==> src/verilog/dcache_macros.svh <==
`ifndef DCACHE_MACROS_SVH
`define DCACHE_MACROS_SVH

////////////////////////////////////////////////////////////////////////////
// Datapath widths
////////////////////////////////////////////////////////////////////////////

// Cache and memory data word
`define DCACHE_DATA_W 32
// Pattern ROM word, low half is the write data
`define DCACHE_ROM_W 64
// Word address as stepped by the exerciser
`define DCACHE_ADDR_W 16
// Memory side address
`define DCACHE_MEM_ADDR_W 28

////////////////////////////////////////////////////////////////////////////
// Sizes and default timing
////////////////////////////////////////////////////////////////////////////

// Sweep is larger than the cache, so lines get evicted
`define DCACHE_SWEEP_LEN 64
// 16 lines
`define DCACHE_INDEX_W 4
// Idle cycles between commands
`define DCACHE_GAP_DEFAULT 1
// Backing memory response delay
`define DCACHE_MEM_LAT_DEFAULT 3

`endif

==> src/verilog/dcache_pkg.sv <==
`include "dcache_macros.svh"

package dcache_pkg;

	////////////////////////////////////////////////////////////////////////////
	// Plain vector types
	////////////////////////////////////////////////////////////////////////////

	typedef logic [`DCACHE_DATA_W-1:0] data_t;
	typedef logic [`DCACHE_ROM_W-1:0] rom_word_t;
	typedef logic [`DCACHE_ADDR_W-1:0] waddr_t;
	typedef logic [`DCACHE_MEM_ADDR_W-1:0] mem_addr_t;

	////////////////////////////////////////////////////////////////////////////
	// Bundles
	////////////////////////////////////////////////////////////////////////////

	// Exerciser to cache command, rw ignored when flush is set
	typedef struct packed {
		mem_addr_t addr;
		data_t wdata;
		logic rw;
		logic flush;
	} cache_req_t;

	// Cache to memory command, rw high for a write
	typedef struct packed {
		mem_addr_t addr;
		data_t wdata;
		logic rw;
	} mem_req_t;

	// Memory write as seen from outside
	typedef struct packed {
		mem_addr_t addr;
		data_t data;
	} mem_wr_obs_t;

	// Exerciser FSM
	typedef enum logic [2:0] {idle_gap, write_req, read_req, flush_req, verify_req} exer_state_t;

	// Cache FSM
	typedef enum logic [1:0] {ready, evict, fill, flush_walk} cache_state_t;

endpackage

==> src/verilog/cache_exerciser.sv <==
`timescale 1ns/1ps
`include "dcache_macros.svh"

module cache_exerciser #(
	parameter int GAP_CYCLES = `DCACHE_GAP_DEFAULT
)
(
	input logic clk,
	input logic rst,
	input dcache_pkg::rom_word_t rom_data,
	input dcache_pkg::data_t cache_rdata,
	input logic cache_ready,
	output dcache_pkg::waddr_t rom_addr,
	output dcache_pkg::cache_req_t cache_req,
	output logic cache_valid,
	output logic error,
	output logic flush_active,
	output logic sweep_done
);
	import dcache_pkg::*;

	localparam int GAP_W = (GAP_CYCLES > 1) ? $clog2(GAP_CYCLES) : 1;
	localparam waddr_t LAST_ADDR = waddr_t'(`DCACHE_SWEEP_LEN - 1);

	exer_state_t state;
	// Command to issue once the gap runs out
	exer_state_t next_cmd;
	logic [GAP_W-1:0] gap_cnt;

	logic gap_done;
	logic is_read;
	logic last_addr;
	logic rd_mismatch;

	////////////////////////////////////////////////////////////////////////////
	// Decode
	////////////////////////////////////////////////////////////////////////////

	// Gap ends after GAP_CYCLES idle cycles
	// Restart waits out the sweep_done cycle so a reloaded pattern table is settled
	assign gap_done = (state == idle_gap) && !sweep_done &&
		(gap_cnt == GAP_W'(GAP_CYCLES - 1));

	assign is_read = (state == read_req) || (state == verify_req);
	assign last_addr = (rom_addr == LAST_ADDR);

	// ROM address still points at the read word in the ready cycle
	assign rd_mismatch = (cache_rdata != rom_data[`DCACHE_DATA_W-1:0]);

	////////////////////////////////////////////////////////////////////////////
	// Sweep FSM
	////////////////////////////////////////////////////////////////////////////

	always_ff @(posedge clk)
	begin
		if (rst)
		begin
			state <= idle_gap;
			// First command after reset is a write to address 0
			next_cmd <= write_req;
			gap_cnt <= '0;
			rom_addr <= '0;
			cache_valid <= 1'b0;
			error <= 1'b0;
			flush_active <= 1'b0;
			sweep_done <= 1'b0;
		end
		else
		begin
			sweep_done <= 1'b0;
			case (state)
				idle_gap:
				begin
					if (gap_done)
					begin
						// Launch while the payload block loads the request fields
						state <= next_cmd;
						cache_valid <= 1'b1;
						gap_cnt <= '0;
						flush_active <= (next_cmd == flush_req);
					end
					else if (!sweep_done)
					begin
						gap_cnt <= gap_cnt + 1'b1;
					end
				end
				default:
				begin
					// Any command waits for its single ready pulse
					if (cache_ready)
					begin
						state <= idle_gap;
						cache_valid <= 1'b0;
						flush_active <= 1'b0;
						// Reads compare and every other completion clears
						error <= is_read && rd_mismatch;
						case (state)
							write_req:
							begin
								next_cmd <= read_req;
							end
							read_req:
							begin
								if (last_addr)
								begin
									// End of write sweep
									rom_addr <= '0;
									next_cmd <= flush_req;
								end
								else
								begin
									rom_addr <= rom_addr + 1'b1;
									next_cmd <= write_req;
								end
							end
							flush_req:
							begin
								next_cmd <= verify_req;
							end
							default:
							begin
								// Read-only verify sweep
								if (last_addr)
								begin
									rom_addr <= '0;
									next_cmd <= write_req;
									sweep_done <= 1'b1;
								end
								else
								begin
									rom_addr <= rom_addr + 1'b1;
									next_cmd <= verify_req;
								end
							end
						endcase
					end
				end
			endcase
		end
	end

	// Request word held for the whole command
	always_ff @(posedge clk)
	begin
		if (gap_done)
		begin
			cache_req.addr <= mem_addr_t'(rom_addr);
			cache_req.wdata <= rom_data[`DCACHE_DATA_W-1:0];
			cache_req.rw <= (next_cmd == write_req);
			cache_req.flush <= (next_cmd == flush_req);
		end
	end

	////////////////////////////////////////////////////////////////////////////
	// Checks
	////////////////////////////////////////////////////////////////////////////

	// Command stays up and unchanged until the cache answers
	assert property (@(posedge clk) disable iff (rst)
		cache_valid && !cache_ready |=> cache_valid && $stable(cache_req));

endmodule

==> config.mk <==
export PLATFORM = sky130hd
export DESIGN_NAME = cache_exerciser
export DESIGN_NICKNAME = d
export VERILOG_FILES = /design/src/verilog/dcache_pkg.sv /design/src/verilog/cache_exerciser.sv
export VERILOG_INCLUDE_DIRS = /design/src /design/src/verilog
export SDC_FILE = /design/constraint.sdc
export NUM_CORES = 1
export LEC_CHECK = 0
export ABC_AREA = 1
export BUFFER_PORTS_ARGS = -buffer_cell sky130_fd_sc_hd__buf_2
export CAP_MARGIN = 5
export CORE_ASPECT_RATIO = 0.75
export CORE_UTILIZATION = 40
export DETAILED_ROUTE_END_ITERATION = 10
export GPL_TIMING_DRIVEN = 0
export PLACE_DENSITY = 0.71
export SLEW_MARGIN = 20
export SYNTH_ARGS = -nofsm -noshare
export SYNTH_HDL_FRONTEND = slang
export SYNTH_SLANG_ARGS = --single-unit
==> constraint.sdc <==
create_clock -name clk -period 3 [get_ports clk]
set_clock_uncertainty 0.1 [all_clocks]
set_input_delay 0.15 -clock clk [delete_from_list [all_inputs] [get_ports clk]]
set_output_delay 0.15 -clock clk [all_outputs]
set_load 0.01 [all_outputs]
Word level (Yosys, flattened, before mapping)
Cells that the tools add are included.
Widths: inputs -> output; s select.
Storage, ports and cells
  word-level logic and storage cells: 56
  output and inout port bits: 82
  flip-flop bits (word level): 77
  bits of input ports: 99
Cells by class
  mux-type cells: 15
  $add $sub $neg: 2
  reduce and logical (&&, ||, !) cells: 13
  bitwise gates (word level): 4
  eq/ne operators: 10
Operators with widths (count)
  $ne 32x32->1: 1
  $add 16x1->16 const B: 1
  $eq 16x6->1 const B: 1
  $mux 16: 1
  $mux 3: 4
  $eq 3x2->1 const B: 3
  $pmux 3 s3: 1
  $mux 1: 8
  $eq 3x1->1 const B: 2
  $reduce_and 2->1: 3
  $reduce_or 6->1: 1
  $not 1->1: 4
  $eq 3x3->1 const B: 1
  $logic_and 1x1->1: 3
  $logic_not 3->1: 1
  $reduce_and 3->1: 1
  $mux 2: 1
  $ne 2x1->1 const B: 1
  $ne 2x2->1 const B: 1
  $reduce_bool 2->1: 1
  $reduce_or 2->1: 1
  $add 1x1->1 const B: 1
  $logic_not 1->1: 1
  $logic_or 1x1->1: 1

Depth between registers and ports, before layout
  depth after elaboration: 5
  gate-level depth with buffers: 10

Least setup slack after synthesis
OpenSTA, ideal clock, no wires.
  path kind: register -> register
  from: register state[1]
  to: register state[1]
  setup slack: 297 ps
  period minus slack after synthesis: 2703 ps
  arrival time: 2471 ps
  required time: 2768 ps
  buffers on the path: 0
  stages on the path, launching flop included: 11
  path through: dfxtp_1 > nor2_1 > nand2_1 > nor2_1 > inv_1 > nor2_2 > inv_1 > nand2_1 > inv_1 > nand2_1 > a21oi_1
Between the ends
  word-level cells in the longest chain between the ends: 5
  elaborated cells on any way between the ends: 7
  classes of those cells: eq/ne (1); mux (1); reduce/logical (5)
RTL lines
  start: declaration: line cache_exerciser.sv:25  | exer_state_t state;
  start signal: assignment: line cache_exerciser.sv:58  | state <= idle_gap;
  start signal: assignment: line cache_exerciser.sv:77  | state <= next_cmd;
  start signal: assignment: line cache_exerciser.sv:92  | state <= idle_gap;
  $logic_not 3->1: line cache_exerciser.sv:41  | assign gap_done = (state == idle_gap) && !sweep_done &&
  $logic_and 1x1->1 (2 in a row): line cache_exerciser.sv:41
  net gap_done: line cache_exerciser.sv:30  | logic gap_done;
  $ne 2x2->1 (no line)
  $reduce_and 2->1 (no line)
The timed path passes the listed nets, and every way through them passes these cells.
A chain may end at the register's enable or synchronous reset.

Worst setup path in the final report
Same ends and word-level chain as after synthesis.

==> impl_metrics.csv <==
group,metric,value,unit
run_status,run_status,"completed",
clocking,clk_transition_reported_paths,0.06,ns
setup_path,crit_start_category,"flop",
setup_path,timing_worst_setup_path_type,"flop to flop",
detailed_routing,via_per_inst,4.50,
run,max_cap_viol_count,0,
logic_synthesis,syn_area_per_cell,9.96,µm²
floorplan,cell_rows,28,
logic_synthesis,netlist_instances,340,
global_route,grt.total_usage,18.5,%
logic_synthesis,yosysWarnings,0,
clocking,clock-root-buffer,"clkbuf_16",
setup_path,regToRegEndpoint,"state[1]$_SDFFE_PP0P_",
sta,final_critical_path_setup_slack,1.07,ns
placement,dp_slack,1.07,ns
floorplan,i_o_pin_total,181,
finish,layout_filler_cell_count,680,
detailed_routing,tritonroute_pass_1_iters,4,
logic_synthesis,mappedNetlistArea,3390,µm²
floorplan,die-height,81.7,µm
setup_path,endpoint,"state[1]$_SDFFE_PP0P_",
global_route,pin_count_of_the_biggest_net_entering_global_routing,27,
clocking,tritoncts.num_buffers,9,
sta,timing.final.crit_share,64.2,%
global_route,first_pass_grt_wire_length,12.3,mm
detailed_routing,dr_total_vias,2893,
finish,synthToLayoutAreaGrowth,45.3,%
detailed_routing,antenna_left,0,
global_route,grt-ovfl-total,0,
sta,final_max_slew_viol_count,0,
finish,drive_above_1_share,33.8,%
global_route,groute.layer.met1.usage,21.0,%
logic_synthesis,synth.yosys.seq_area_share,60.3,%
detailed_routing,initialDrtViolationCount,117,
detailed_routing,post_route_wl,8.10,mm
logic_synthesis,synth_seq_cells,77,
setup_path,critPathMaxFanout,21,
sta,hold-worst-slack,0.0478,ns
sta,setup_viol,0,
placement,numPortBuffers,136,
clocking,clock_tree.buffer_depth,2,
floorplan,die-area,8840,µm²
placement,final_weighted_congestion_of_routability_driven_global_placement,0.775,
detailed_routing,route.detailed.drc,0,
clocking,clock_insertion_delay_worst_skew,0.33,ns
finish,finish.net_count,633,
floorplan,die_width,108,µm
detailed_routing,post_drt_wl_per_cell,12.6,µm
clocking,clock_sinks,77,
finish,antenna-diode-count,0,
setup_path,reg2reg_setup_slack,1.07,ns
global_route,grt_util_met3,5.56,%
global_route,grt_most_used_layer,"met2",
global_route,antenna_violations_before_repair,0,
clocking,cts_tree,"yes",
worst_hold_path,worst_hold_path_type,"input pin to flop",
setup_path,worst_ep_arrival_time,2.01,ns
global_route,use_met2,32.7,%
sta,report.final.hold_viol_count,0,
clocking,htree_num_levels,3,
floorplan,core,8060,µm²
power_and_ir_drop,powerDensity,710,nW/µm²
setup_path,timing.critical_path.from,"state[1]$_SDFFE_PP0P_",
setup_path,regToRegStartpoint,"state[1]$_SDFFE_PP0P_",
logic_synthesis,netlist-cell-type-count,32,
setup_path,worst-r2r-cell-count,11,
global_route,vias_in_the_first_global_route,2795,
setup_path,crit_path_end_kind,"flop",
power_and_ir_drop,power_leakage,2.33,nW
setup_path,cp_data_required_time,3.08,ns
sta,period_minus_slack,1.93,ns
sta,timing.fmax,0.519,GHz
placement,dp_hpwl,5.75,mm
floorplan,initial_utilization,42.0,%
sta,rsz0062_at_grt,"false",
power_and_ir_drop,worst_ir_drop_vdd,388,µV
[final cells by class]
cell class / instances / area [µm²] / area share (%)
inverters: 48 / 185 / 3.76
flip-flops and latches: 77 / 2040 / 41.5
well taps: 105 / 131 / 2.67
clock buffers: 9 / 225 / 4.58
multi-input cells: 213 / 1110 / 22.6
clock inverters: 7 / 66.3 / 1.35
plain buffers: 13 / 93.8 / 1.91
repair buffers: 171 / 1070 / 21.7
[layer usage]
layer	up-vias	part of all wire [%]
met2	116	48
met5	-	0
met3	12	6.9
li1	1459	-
met1	1306	43
met4	0	1.7
[through the flow]
step	total power, W	utilization (%)	instances	instance area, µm²	TNS, ns
2_1_floorplan	0.00200	-	351	3430	0
3_3_place_gp	0.00235	52.6	592	4240	-16.56
3_5_place_dp	0.00244	53.4	594	4300	0
5_1_grt	0.00367	61.1	643	4920	0
4_1_cts	0.00353	61.1	643	4920	0
6_report	0.00349	61.1	643	4920	0
[synthesized netlist by cell type (all sizes together)]
| cell | number | area, µm² |
|---|---|---|
| xor2 | 5 | 43.8 |
| edfxtp | 50 | 1500 |
| nor3b | 1 | 7.51 |
| nor3 | 5 | 41.3 |
| o21ai | 9 | 48.8 |
| a22oi | 1 | 7.51 |
| a31oi | 2 | 12.5 |
| conb | 1 | 3.75 |
| clkbuf | 1 | 3.75 |
| dfxtp | 27 | 541 |
| ha | 1 | 12.5 |
| nor2 | 36 | 163 |
| a21oi | 12 | 60.1 |
| xnor2 | 23 | 201 |
| buf | 12 | 90.1 |
| inv | 48 | 185 |
| o211ai | 1 | 7.51 |
| nand3 | 8 | 50.1 |
| nand2 | 89 | 352 |
| nand4 | 5 | 31.3 |
| a211oi | 3 | 22.5 |
[sequential cells by signal (all words and copies together) (netlist names)]
register and cells:
rom_addr 16, cache_req 50, cache_valid 1, sweep_done 1
next_cmd 3, state 3, flush_active 1, gap_cnt 1
error 1
[report_power, final]
group / switching [W] / total (W) / internal, W
Sequential: 0.0000826 / 0.00155 / 0.00147
Combinational: 0.000524 / 0.000899 / 0.000375
Clock: 0.000409 / 0.00105 / 0.000639
Total: 0.00102 / 0.00349 / 0.00248
[worst min path at each step]
stage | depth (start not counted) | start | slack, ns | to
after detailed placement | 1 | rom_data[16] | 0.26 | cache_req[18]$_DFFE_PP_
after global routing | 3 | rst | 0.08 | next_cmd[0]$_SDFFE_PP1P_
after global placement | 1 | rom_data[23] | 0.25 | cache_req[25]$_DFFE_PP_
final | 3 | rst | 0.05 | next_cmd[0]$_SDFFE_PP1P_
after floorplan | 0 | rom_data[8] | 0.15 | cache_req[10]$_DFFE_PP_
after CTS | 3 | rst | 0.04 | next_cmd[0]$_SDFFE_PP1P_
[cell families after synthesis]
logic type               synth area share, %
adder cells (fa/ha/maj)                0.369
AND/OR/NAND/NOR                         19.0
AO/OA/AOI/OAI                           4.69
other                                  0.111
flip-flops                              60.3
XOR/XNOR                                7.24
buffers and inverters                   8.24
[timing repair]
action                    4_1_cts  5_1_grt
gates resized for setup         0        0
hold buffers                   33        0
buffers inserted                0        0
hold endpoints to repair       33        0
[layout by cell type (no fill, tap or decap), drive strengths merged, types with 9 or more instances in the layout]
cell type,count
inv,48
a21oi,12
xnor2,23
conb,12
clkbuf,10
buf,150
edfxtp,50
nand2,89
dlygate4sd3,33
nor2,36
dfxtp,27
o21ai,9
[critical path, cell delays in order (launching register included)]
cell and delay (ns):
dfxtp_1 0.38, nor2_1 0.15, nand2_1 0.09, nor2_1 0.09
inv_1 0.08, nor2_4 0.36, buf_16 0.22, inv_1 0.07
nand2_1 0.05, inv_1 0.07, nand2_1 0.07, a21oi_1 0.06
Note: power is estimated with default switching activity, not from simulation.
