<file path="src/verilog/dcache_macros.svh">
`ifndef DCACHE_MACROS_SVH
`define DCACHE_MACROS_SVH

////////////////////////////////////////////////////////////////////////////
// Datapath widths
////////////////////////////////////////////////////////////////////////////

// Cache and memory data word
`define DCACHE_DATA_W 32
// Pattern ROM word, low half is the write data
`define DCACHE_ROM_W 64
// Word address as stepped by the exerciser
`define DCACHE_ADDR_W 16
// Memory side address
`define DCACHE_MEM_ADDR_W 28

////////////////////////////////////////////////////////////////////////////
// Sizes and default timing
////////////////////////////////////////////////////////////////////////////

// Sweep is larger than the cache, so lines get evicted
`define DCACHE_SWEEP_LEN 64
// 16 lines
`define DCACHE_INDEX_W 4
// Idle cycles between commands
`define DCACHE_GAP_DEFAULT 1
// Backing memory response delay
`define DCACHE_MEM_LAT_DEFAULT 3

`endif

</file>
<file path="src/verilog/dcache_pkg.sv">
`include "dcache_macros.svh"

package dcache_pkg;

	////////////////////////////////////////////////////////////////////////////
	// Plain vector types
	////////////////////////////////////////////////////////////////////////////

	typedef logic [`DCACHE_DATA_W-1:0] data_t;
	typedef logic [`DCACHE_ROM_W-1:0] rom_word_t;
	typedef logic [`DCACHE_ADDR_W-1:0] waddr_t;
	typedef logic [`DCACHE_MEM_ADDR_W-1:0] mem_addr_t;

	////////////////////////////////////////////////////////////////////////////
	// Bundles
	////////////////////////////////////////////////////////////////////////////

	// Exerciser to cache command, rw ignored when flush is set
	typedef struct packed {
		mem_addr_t addr;
		data_t wdata;
		logic rw;
		logic flush;
	} cache_req_t;

	// Cache to memory command, rw high for a write
	typedef struct packed {
		mem_addr_t addr;
		data_t wdata;
		logic rw;
	} mem_req_t;

	// Memory write as seen from outside
	typedef struct packed {
		mem_addr_t addr;
		data_t data;
	} mem_wr_obs_t;

	// Exerciser FSM
	typedef enum logic [2:0] {idle_gap, write_req, read_req, flush_req, verify_req} exer_state_t;

	// Cache FSM
	typedef enum logic [1:0] {ready, evict, fill, flush_walk} cache_state_t;

endpackage

</file>
<file path="src/verilog/dcache.sv">
`timescale 1ns/1ps
`include "dcache_macros.svh"

module dcache #(
	parameter int INDEX_W = `DCACHE_INDEX_W
)
(
	input logic clk,
	input logic rst,
	input dcache_pkg::cache_req_t cache_req,
	input logic cache_valid,
	input dcache_pkg::data_t mem_rdata,
	input logic mem_ready,
	output dcache_pkg::data_t cache_rdata,
	output logic cache_ready,
	output dcache_pkg::mem_req_t mem_req,
	output logic mem_valid
);
	import dcache_pkg::*;

	localparam int LINES = 1 << INDEX_W;
	localparam int TAG_W = `DCACHE_MEM_ADDR_W - INDEX_W;

	cache_state_t state;

	// One-word lines
	data_t line_data [LINES];
	logic [TAG_W-1:0] line_tag [LINES];
	logic [LINES-1:0] line_valid;
	logic [LINES-1:0] line_dirty;
	// Flush position
	logic [INDEX_W-1:0] walk_idx;

	logic [INDEX_W-1:0] req_idx;
	logic [TAG_W-1:0] req_tag;
	logic accept;
	logic hit;
	logic victim_dirty;
	logic wb_needed;
	logic mem_done;
	logic issue_evict;
	logic issue_fill;
	logic issue_wb;
	logic walk_step;
	logic walk_last;

	////////////////////////////////////////////////////////////////////////////
	// Lookup
	////////////////////////////////////////////////////////////////////////////

	assign req_idx = cache_req.addr[INDEX_W-1:0];
	assign req_tag = cache_req.addr[`DCACHE_MEM_ADDR_W-1:INDEX_W];
	assign hit = line_valid[req_idx] && (line_tag[req_idx] == req_tag);
	assign victim_dirty = line_valid[req_idx] && line_dirty[req_idx];

	// New command only, the ready cycle still sees the old valid
	assign accept = (state == ready) && cache_valid && !cache_ready;

	// Memory side, each state raises mem_valid on entry and waits
	assign mem_done = mem_valid && mem_ready;
	assign issue_evict = (state == evict) && !mem_valid;
	assign issue_fill = (state == fill) && !mem_valid;
	assign wb_needed = line_valid[walk_idx] && line_dirty[walk_idx];
	assign issue_wb = (state == flush_walk) && !mem_valid && wb_needed;

	// Clean lines step at once, dirty ones after their write-back
	assign walk_step = (state == flush_walk) && (mem_valid ? mem_ready : !wb_needed);
	assign walk_last = (walk_idx == INDEX_W'(LINES - 1));

	////////////////////////////////////////////////////////////////////////////
	// Control
	////////////////////////////////////////////////////////////////////////////

	always_ff @(posedge clk)
	begin
		if (rst)
		begin
			state <= ready;
			line_valid <= '0;
			line_dirty <= '0;
			walk_idx <= '0;
			cache_ready <= 1'b0;
			mem_valid <= 1'b0;
		end
		else
		begin
			cache_ready <= 1'b0;
			case (state)
				ready:
				begin
					if (accept)
					begin
						if (cache_req.flush)
						begin
							state <= flush_walk;
							walk_idx <= '0;
						end
						else if (hit)
						begin
							// Hit answers on the next cycle
							cache_ready <= 1'b1;
							if (cache_req.rw)
								line_dirty[req_idx] <= 1'b1;
						end
						else if (victim_dirty)
							state <= evict;
						else
							state <= fill;
					end
				end
				evict:
				begin
					if (issue_evict)
						mem_valid <= 1'b1;
					else if (mem_done)
					begin
						mem_valid <= 1'b0;
						line_dirty[req_idx] <= 1'b0;
						state <= fill;
					end
				end
				fill:
				begin
					if (issue_fill)
						mem_valid <= 1'b1;
					else if (mem_done)
					begin
						// Write-allocate, a write leaves the line dirty
						mem_valid <= 1'b0;
						line_valid[req_idx] <= 1'b1;
						line_dirty[req_idx] <= cache_req.rw;
						cache_ready <= 1'b1;
						state <= ready;
					end
				end
				default:
				begin
					if (issue_wb)
						mem_valid <= 1'b1;
					else if (mem_done)
					begin
						mem_valid <= 1'b0;
						line_dirty[walk_idx] <= 1'b0;
					end
					if (walk_step)
					begin
						if (walk_last)
						begin
							cache_ready <= 1'b1;
							state <= ready;
						end
						else
							walk_idx <= walk_idx + 1'b1;
					end
				end
			endcase
		end
	end

	////////////////////////////////////////////////////////////////////////////
	// Line storage and payload
	////////////////////////////////////////////////////////////////////////////

	always_ff @(posedge clk)
	begin
		if (accept && !cache_req.flush && hit)
		begin
			cache_rdata <= cache_req.rw ? cache_req.wdata : line_data[req_idx];
			if (cache_req.rw)
				line_data[req_idx] <= cache_req.wdata;
		end
		if ((state == fill) && mem_done)
		begin
			// Merge the write word over the filled word
			line_tag[req_idx] <= req_tag;
			line_data[req_idx] <= cache_req.rw ? cache_req.wdata : mem_rdata;
			cache_rdata <= cache_req.rw ? cache_req.wdata : mem_rdata;
		end
		// Victim address rebuilt from its stored tag
		if (issue_evict)
			mem_req <= '{addr: {line_tag[req_idx], req_idx}, wdata: line_data[req_idx], rw: 1'b1};
		if (issue_fill)
			mem_req <= '{addr: cache_req.addr, wdata: cache_req.wdata, rw: 1'b0};
		if (issue_wb)
			mem_req <= '{addr: {line_tag[walk_idx], walk_idx}, wdata: line_data[walk_idx], rw: 1'b1};
	end

	// Memory is only busy while a miss or a flush is in progress
	assert property (@(posedge clk) disable iff (rst) (state == ready) |-> !mem_valid);

	// Answers only to a command still held by the exerciser
	assert property (@(posedge clk) disable iff (rst) cache_ready |-> cache_valid);

endmodule

</file>
<file path="config.mk">
export PLATFORM = sky130hd
export DESIGN_NAME = dcache
export DESIGN_NICKNAME = d
export VERILOG_FILES = /design/src/verilog/dcache_pkg.sv /design/src/verilog/dcache.sv
export VERILOG_INCLUDE_DIRS = /design/src /design/src/verilog
export SDC_FILE = /design/constraint.sdc
export NUM_CORES = 1
export LEC_CHECK = 0
export ABC_CLOCK_PERIOD_IN_PS = 7400
export BUFFER_PORTS_ARGS = -buffer_cell sky130_fd_sc_hd__buf_2
export CAP_MARGIN = 10
export CORE_MARGIN = 2
export CORE_UTILIZATION = 45
export DETAILED_ROUTE_END_ITERATION = 16
export REMOVE_ABC_BUFFERS = 1
export SYNTH_ARGS = -nofsm -noshare
export SYNTH_HDL_FRONTEND = slang
export SYNTH_SLANG_ARGS = --single-unit
</file>
<file path="constraint.sdc">
create_clock -name clk -period 7.4 [get_ports clk]
set_clock_uncertainty 0.1 [all_clocks]
set_input_delay 1.48 -clock clk [delete_from_list [all_inputs] [get_ports clk]]
set_output_delay 1.48 -clock clk [all_outputs]
set_load 0.03 [all_outputs]
</file>
Word level (Yosys, flattened, before mapping)
Memory sizes are Yosys's and may differ from the RTL's. A register that Yosys moved wholly into a read port is not among the register bits.
Index checks and enable logic that the tools add are counted.
W data, S select, Z words.
Operators by class
  $add $sub $neg: 1
  order comparisons: 4
  eq/ne operators: 17
  mux-type cells: 71
  bitwise logic cells: 9
  reduce and logical (&&, ||, !) cells: 33
Operator list (count)
  $mux W61: 3
  $mux W16: 10
  $mux W32: 5
  $pmux W16 S3: 1
  $and A16 B16 Y16: 2
  $mux W4: 8
  $not A16 Y16: 2
  $or A16 B16 Y16: 2
  $eq A24 B24 Y1: 1
  $mux W1: 23
  $mux W2: 10
  $ne A2 B2 Y1 const B: 9
  $bmux W1 S4: 4
  $bwmux W16: 1
  $logic_and A1 B1 Y1: 16
  $lt A4 B5 Y1 const B: 2
  $reduce_and A10 Y1: 1
  $demux W1 S4: 2
  $ge A4 B1 Y1 const B: 2
  $pmux W4 S2: 1
  $reduce_and A8 Y1: 1
  $reduce_bool A2 Y1: 4
  $reduce_bool A4 Y1: 2
  $pmux W1 S3: 2
  other kinds (16): 21
Storage, ports and cells
  flip-flop bits (word level): 133
  RAM bits: 896
  input port bits: 98
  output and inout bits: 95
  logic and storage cells: 147
  memories kept: 2
Memories
  line_data: words 16, bits a word 32, read ports 2, clocked after memory_dff 1, wr ports 1, RTL line dcache.sv:27  | data_t line_data [LINES];
  line_tag: words 16, bits a word 24, read ports 2, clocked after memory_dff 1, wr ports 1, RTL line dcache.sv:28  | logic [TAG_W-1:0] line_tag [LINES];

Longest topological paths before layout
  word-level depth: 10
  mapped depth: 15

Least setup slack after synthesis
No wires, ideal clock.
  path kind: input -> register
  start: input cache_req[35] in the netlist's numbering
  end: memory line_data[7][0] in the netlist's numbering, enable pin
  library setup time: 0.461 ns
  arrival: 6.061 ns
  data required time: 6.839 ns
  path slack: 0.778 ns
  cell stages on the path: 13
  cells stage by stage: buf_4 buf_6 buf_4 mux2_2 o22ai_1 nor3_1 nor4_1 o2111ai_1 nor4_2 nand4_2 and2_1 buf_2 nor3_1
On the way
  longest elaborated chain between the ends: 7
  elaborated cells on any way between the ends: 9
Ends and longest elaborated chain
  start: declaration: RTL line dcache.sv:10  | input dcache_pkg::cache_req_t cache_req,
  $mem_v2 Z16 W24 / $bmux W1 S4 (equally long branches)
  $eq A24 B24 Y1 / $mux W1 (equally long branches): RTL line dcache.sv:53  | assign hit = line_valid[req_idx] && (line_tag[req_idx] == req_tag);
  $logic_and A1 B1 Y1: RTL line dcache.sv:53
  $logic_and A1 B1 Y1: RTL line dcache.sv:166  | if (accept && !cache_req.flush && hit)
  $mux W1: RTL line dcache.sv:166
  $mux W1 (implied by the code): RTL line dcache.sv:170  | line_data[req_idx] <= cache_req.wdata;
  $or A1 B1 Y1 (no line)
  end: declaration: RTL line dcache.sv:27
Several ways; a longest one is shown, not always the timed one. The select of a mux whose other input is x is not followed.

Worst setup path after layout
  start: input cache_req[35] in the netlist's numbering
  end: memory line_data[1][4] in the netlist's numbering, enable pin
Same word-level chain as after synthesis.

==> impl_metrics.ini <==
[global_routing]
gr-total-overflow = 0
grt_usage_pct = 25.6
grt_pass1_vias = 30081
grt_pass1_wl_microns = 209000
antenna_found_initial = 11
grt_max_degree = 129

[logic_synthesis]
synth_xor_area_share_pct = 0.389
synth_top_area_cell = edfxtp_1
ys_seq_area_share_pct = 61.7
syn_inst = 2732
synth_top_family_by_area = multiplexers
synth_ff_type = edfxtp_1
synthArstFlopShare_pct = 0
synth_area_per_cell_sq_um = 18.1
synthAdderAreaFrac_pct = 0.227
synthDistinctLibCells = 69
yosys.area_share.simple_pct = 3.90
synth.area.mux_share_pct = 28.2
yosys_warnings = 0
synth_area_sq_mm = 0.0496
synth_compound_area_share_pct = 3.61
synth_top_area_share_pct = 59.9
synthTopCellsByArea = edfxtp_1 (60%), mux4_2 (24%), mux2i_1 (3.0%), dfxtp_1 (1.8%), nand2_1 (1.5%)
synth-edff-count = 988
ys_ff_latch = 1033

[clocking]
insertion_delay_ns = 0.70
root_buffer = clkbuf_16
cts_htree_levels = 3
postCtsSetupBuffers = 0
cts.sinks = 1033
hold_buffers = 0
clockBufferDepth = 3
clk_pin_slew_ns = 0.06
cts-resized-gates = 0
cts_tree = yes
cts_buffers = 110

[detailed_routing]
num_vias = 28751
drt_first_pass_iters = 5
drt_iter0_drc = 3116
ant_nets = 0
routed_wl_microns = 142000
drc = 0
wl_per_cell_microns = 32.3
viasPerCell = 6.52

[critical_path]
startpoint_type = primary input
reg2reg_slack_ns = 2.71
end_kind = register
critical_path_class = primary input to register
critPathLaunch = cache_req[35]
r2r_cells = 12
crit_end = line_data[1][4]$_DFFE_PP_
r2r_end = line_data[1][4]$_DFFE_PP_
reg2reg_from = line_tag[10][21]$_DFFE_PP_
cp.arrival_ns = 6.24
critical_path_required_ns = 7.70
crit_fanout = 61

[die]
core-area_sq_mm = 0.109
start_util_pct = 45.5
fp.dieW_microns = 336
rows = 121
dieHeight_microns = 336
ios = 193
dieArea_sq_mm = 0.113

[pwr]
seqPwrFrac_pct = 46.7
p_leak_uw = 0.0178
combPwrFrac_pct = 15.2
power_uw = 14400
switching_share_pct = 26.6
pwr_density_cell_mw_per_mm2 = 257
p_clk_share_pct = 38.0
internal_power_uw = 10500
ir_worst_vdd_v = 0.000197
p_switching_uw = 3830

[placed_design]
portBuffers = 192
dp_slack_ns = 0.830
routabilityCongestion = 0.883
dpl.hpwl_microns = 85100

[finish]
seqCellArea_sq_mm = 0.0306
layout_commonest_cell = edfxtp_1
fillers = 8725
multiInputGateArea_sq_mm = 0.0183
nets = 3013
mostFrequentLayoutCells = edfxtp_1 (988), mux4_2 (528), nand2_1 (192), buf_2 (188), mux2i_1 (147)
fin_util_pct = 51.3
drive_gt1_share_pct = 35.7
areaGrowthSynthToFinish_pct = 13.0

[timing]
finalSetupViolations = 0
clock.fmax_mhz = 168
finalCritPeriodShare_pct = 80.2
min_period_ns = 5.94
slew_violations = 0
hold_slack_ns = 0.403
maxSlewHeadroom_pct = 12.5
worst_slack_ns = 1.46
worst_pin_slew_ns = 1.31
rsz0062_at_grt = false
finalHoldViolCount = 0

[status]
outcome = complete, no violations

[worst_hold_path]
hold_path.class = register to register
worst_hold_path.num_cells = 2

[run]
drv_cap = 0
stage by stage:
step / setup TNS (ns) / cells / instance area (sq um)
floorplan: -195.32 / 2526 / 48700
global placement: 0 / 4208 / 52500
detailed placement: 0 / 4208 / 52500
CTS: 0 / 4406 / 56000
global route: 0 / 4406 / 56000
finish: 0 / 4407 / 56000
layout make-up:
class / count / share of cell area (%)
clock inverter: 67 / 1.18
sequential: 1033 / 54.6
timing repair buffer: 268 / 3.07
inverter: 22 / 0.152
clock buffer: 131 / 5.10
multi-input combinational: 1471 / 32.7
tap: 1414 / 3.16
antenna: 1 / 0.00447
metal layers:
metal | vias to the layer above | GRT usage [%] | wire [microns] | share of wire [%]
li1 | 11850 | - | - | -
met1 | 15296 | 35.1 | 56700 | 40
met2 | 1352 | 42.1 | 70000 | 49
met3 | 247 | 4.57 | 11500 | 8.0
met4 | 6 | 7.51 | 4290 | 3.0
met5 | - | 0 | 40 | 0.028
sequential cells by signal, summed over array words and instances (netlist names), named ones only:
name,count
line_data,512
line_dirty,16
cache_ready,1
walk_idx,4
cache_rdata,32
line_valid,16
state,2
mem_req,61
mem_valid,1
line_tag,384
critical path, stage by stage:
cell       delay [ns]
buf_8            0.48
nor2b_1          0.79
a22oi_1          0.25
and3b_1          0.23
a2111oi_1        0.36
nor3_1           0.21
nor4_2           0.42
nand4_2          0.22
buf_4            0.29
and2_1           0.19
buf_4            0.28
nor2_4           0.62
buf_12           0.25
power groups by stage:
stage	combinational [uW]	sequential, uW	clock (uW)
2_1_floorplan	1170	7150	0
3_3_place_gp	2160	6830	0
3_5_place_dp	2200	6840	0
4_1_cts	2210	6710	5540
5_1_grt	2330	6730	5770
6_report	2190	6710	5460
cells by family (layout without fill, tap and decap cells):
group | Yosys count | in the layout
xor+xnor | 22 | 22
simple gates | 436 | 436
mux | 731 | 731
compound gates | 273 | 273
other cells | 0 | 1
fa+ha+maj | 9 | 9
flops | 1033 | 1033
buf+inv | 228 | 488
how the worst min path moves through the flow:
stage / startpoint / endpoint / slack, ns
2_1_floorplan: line_valid[14]$_SDFFE_PP0P_ / line_valid[14]$_SDFFE_PP0P_ / 0.36
3_3_place_gp: line_valid[0]$_SDFFE_PP0P_ / line_valid[0]$_SDFFE_PP0P_ / 0.38
3_5_place_dp: line_valid[13]$_SDFFE_PP0P_ / line_valid[13]$_SDFFE_PP0P_ / 0.39
4_1_cts: line_valid[4]$_SDFFE_PP0P_ / line_valid[4]$_SDFFE_PP0P_ / 0.40
5_1_grt: line_valid[5]$_SDFFE_PP0P_ / line_valid[5]$_SDFFE_PP0P_ / 0.43
6_report: line_valid[4]$_SDFFE_PP0P_ / line_valid[4]$_SDFFE_PP0P_ / 0.40
cell usage after synthesis (all sizes together), types with 10 or more instances:
library cell,count
nand3,26
mux4,528
nand4,22
inv,22
mux2i,147
xor2,10
a22oi,28
buf,78
o21ai,101
clkbuf,128
a21oi,39
a32oi,18
nor3,16
dfxtp,45
nand2,193
xnor2,12
nor2,122
o211ai,21
edfxtp,988
mux2,56
No activity file was read; power rests on OpenSTA's default activity.
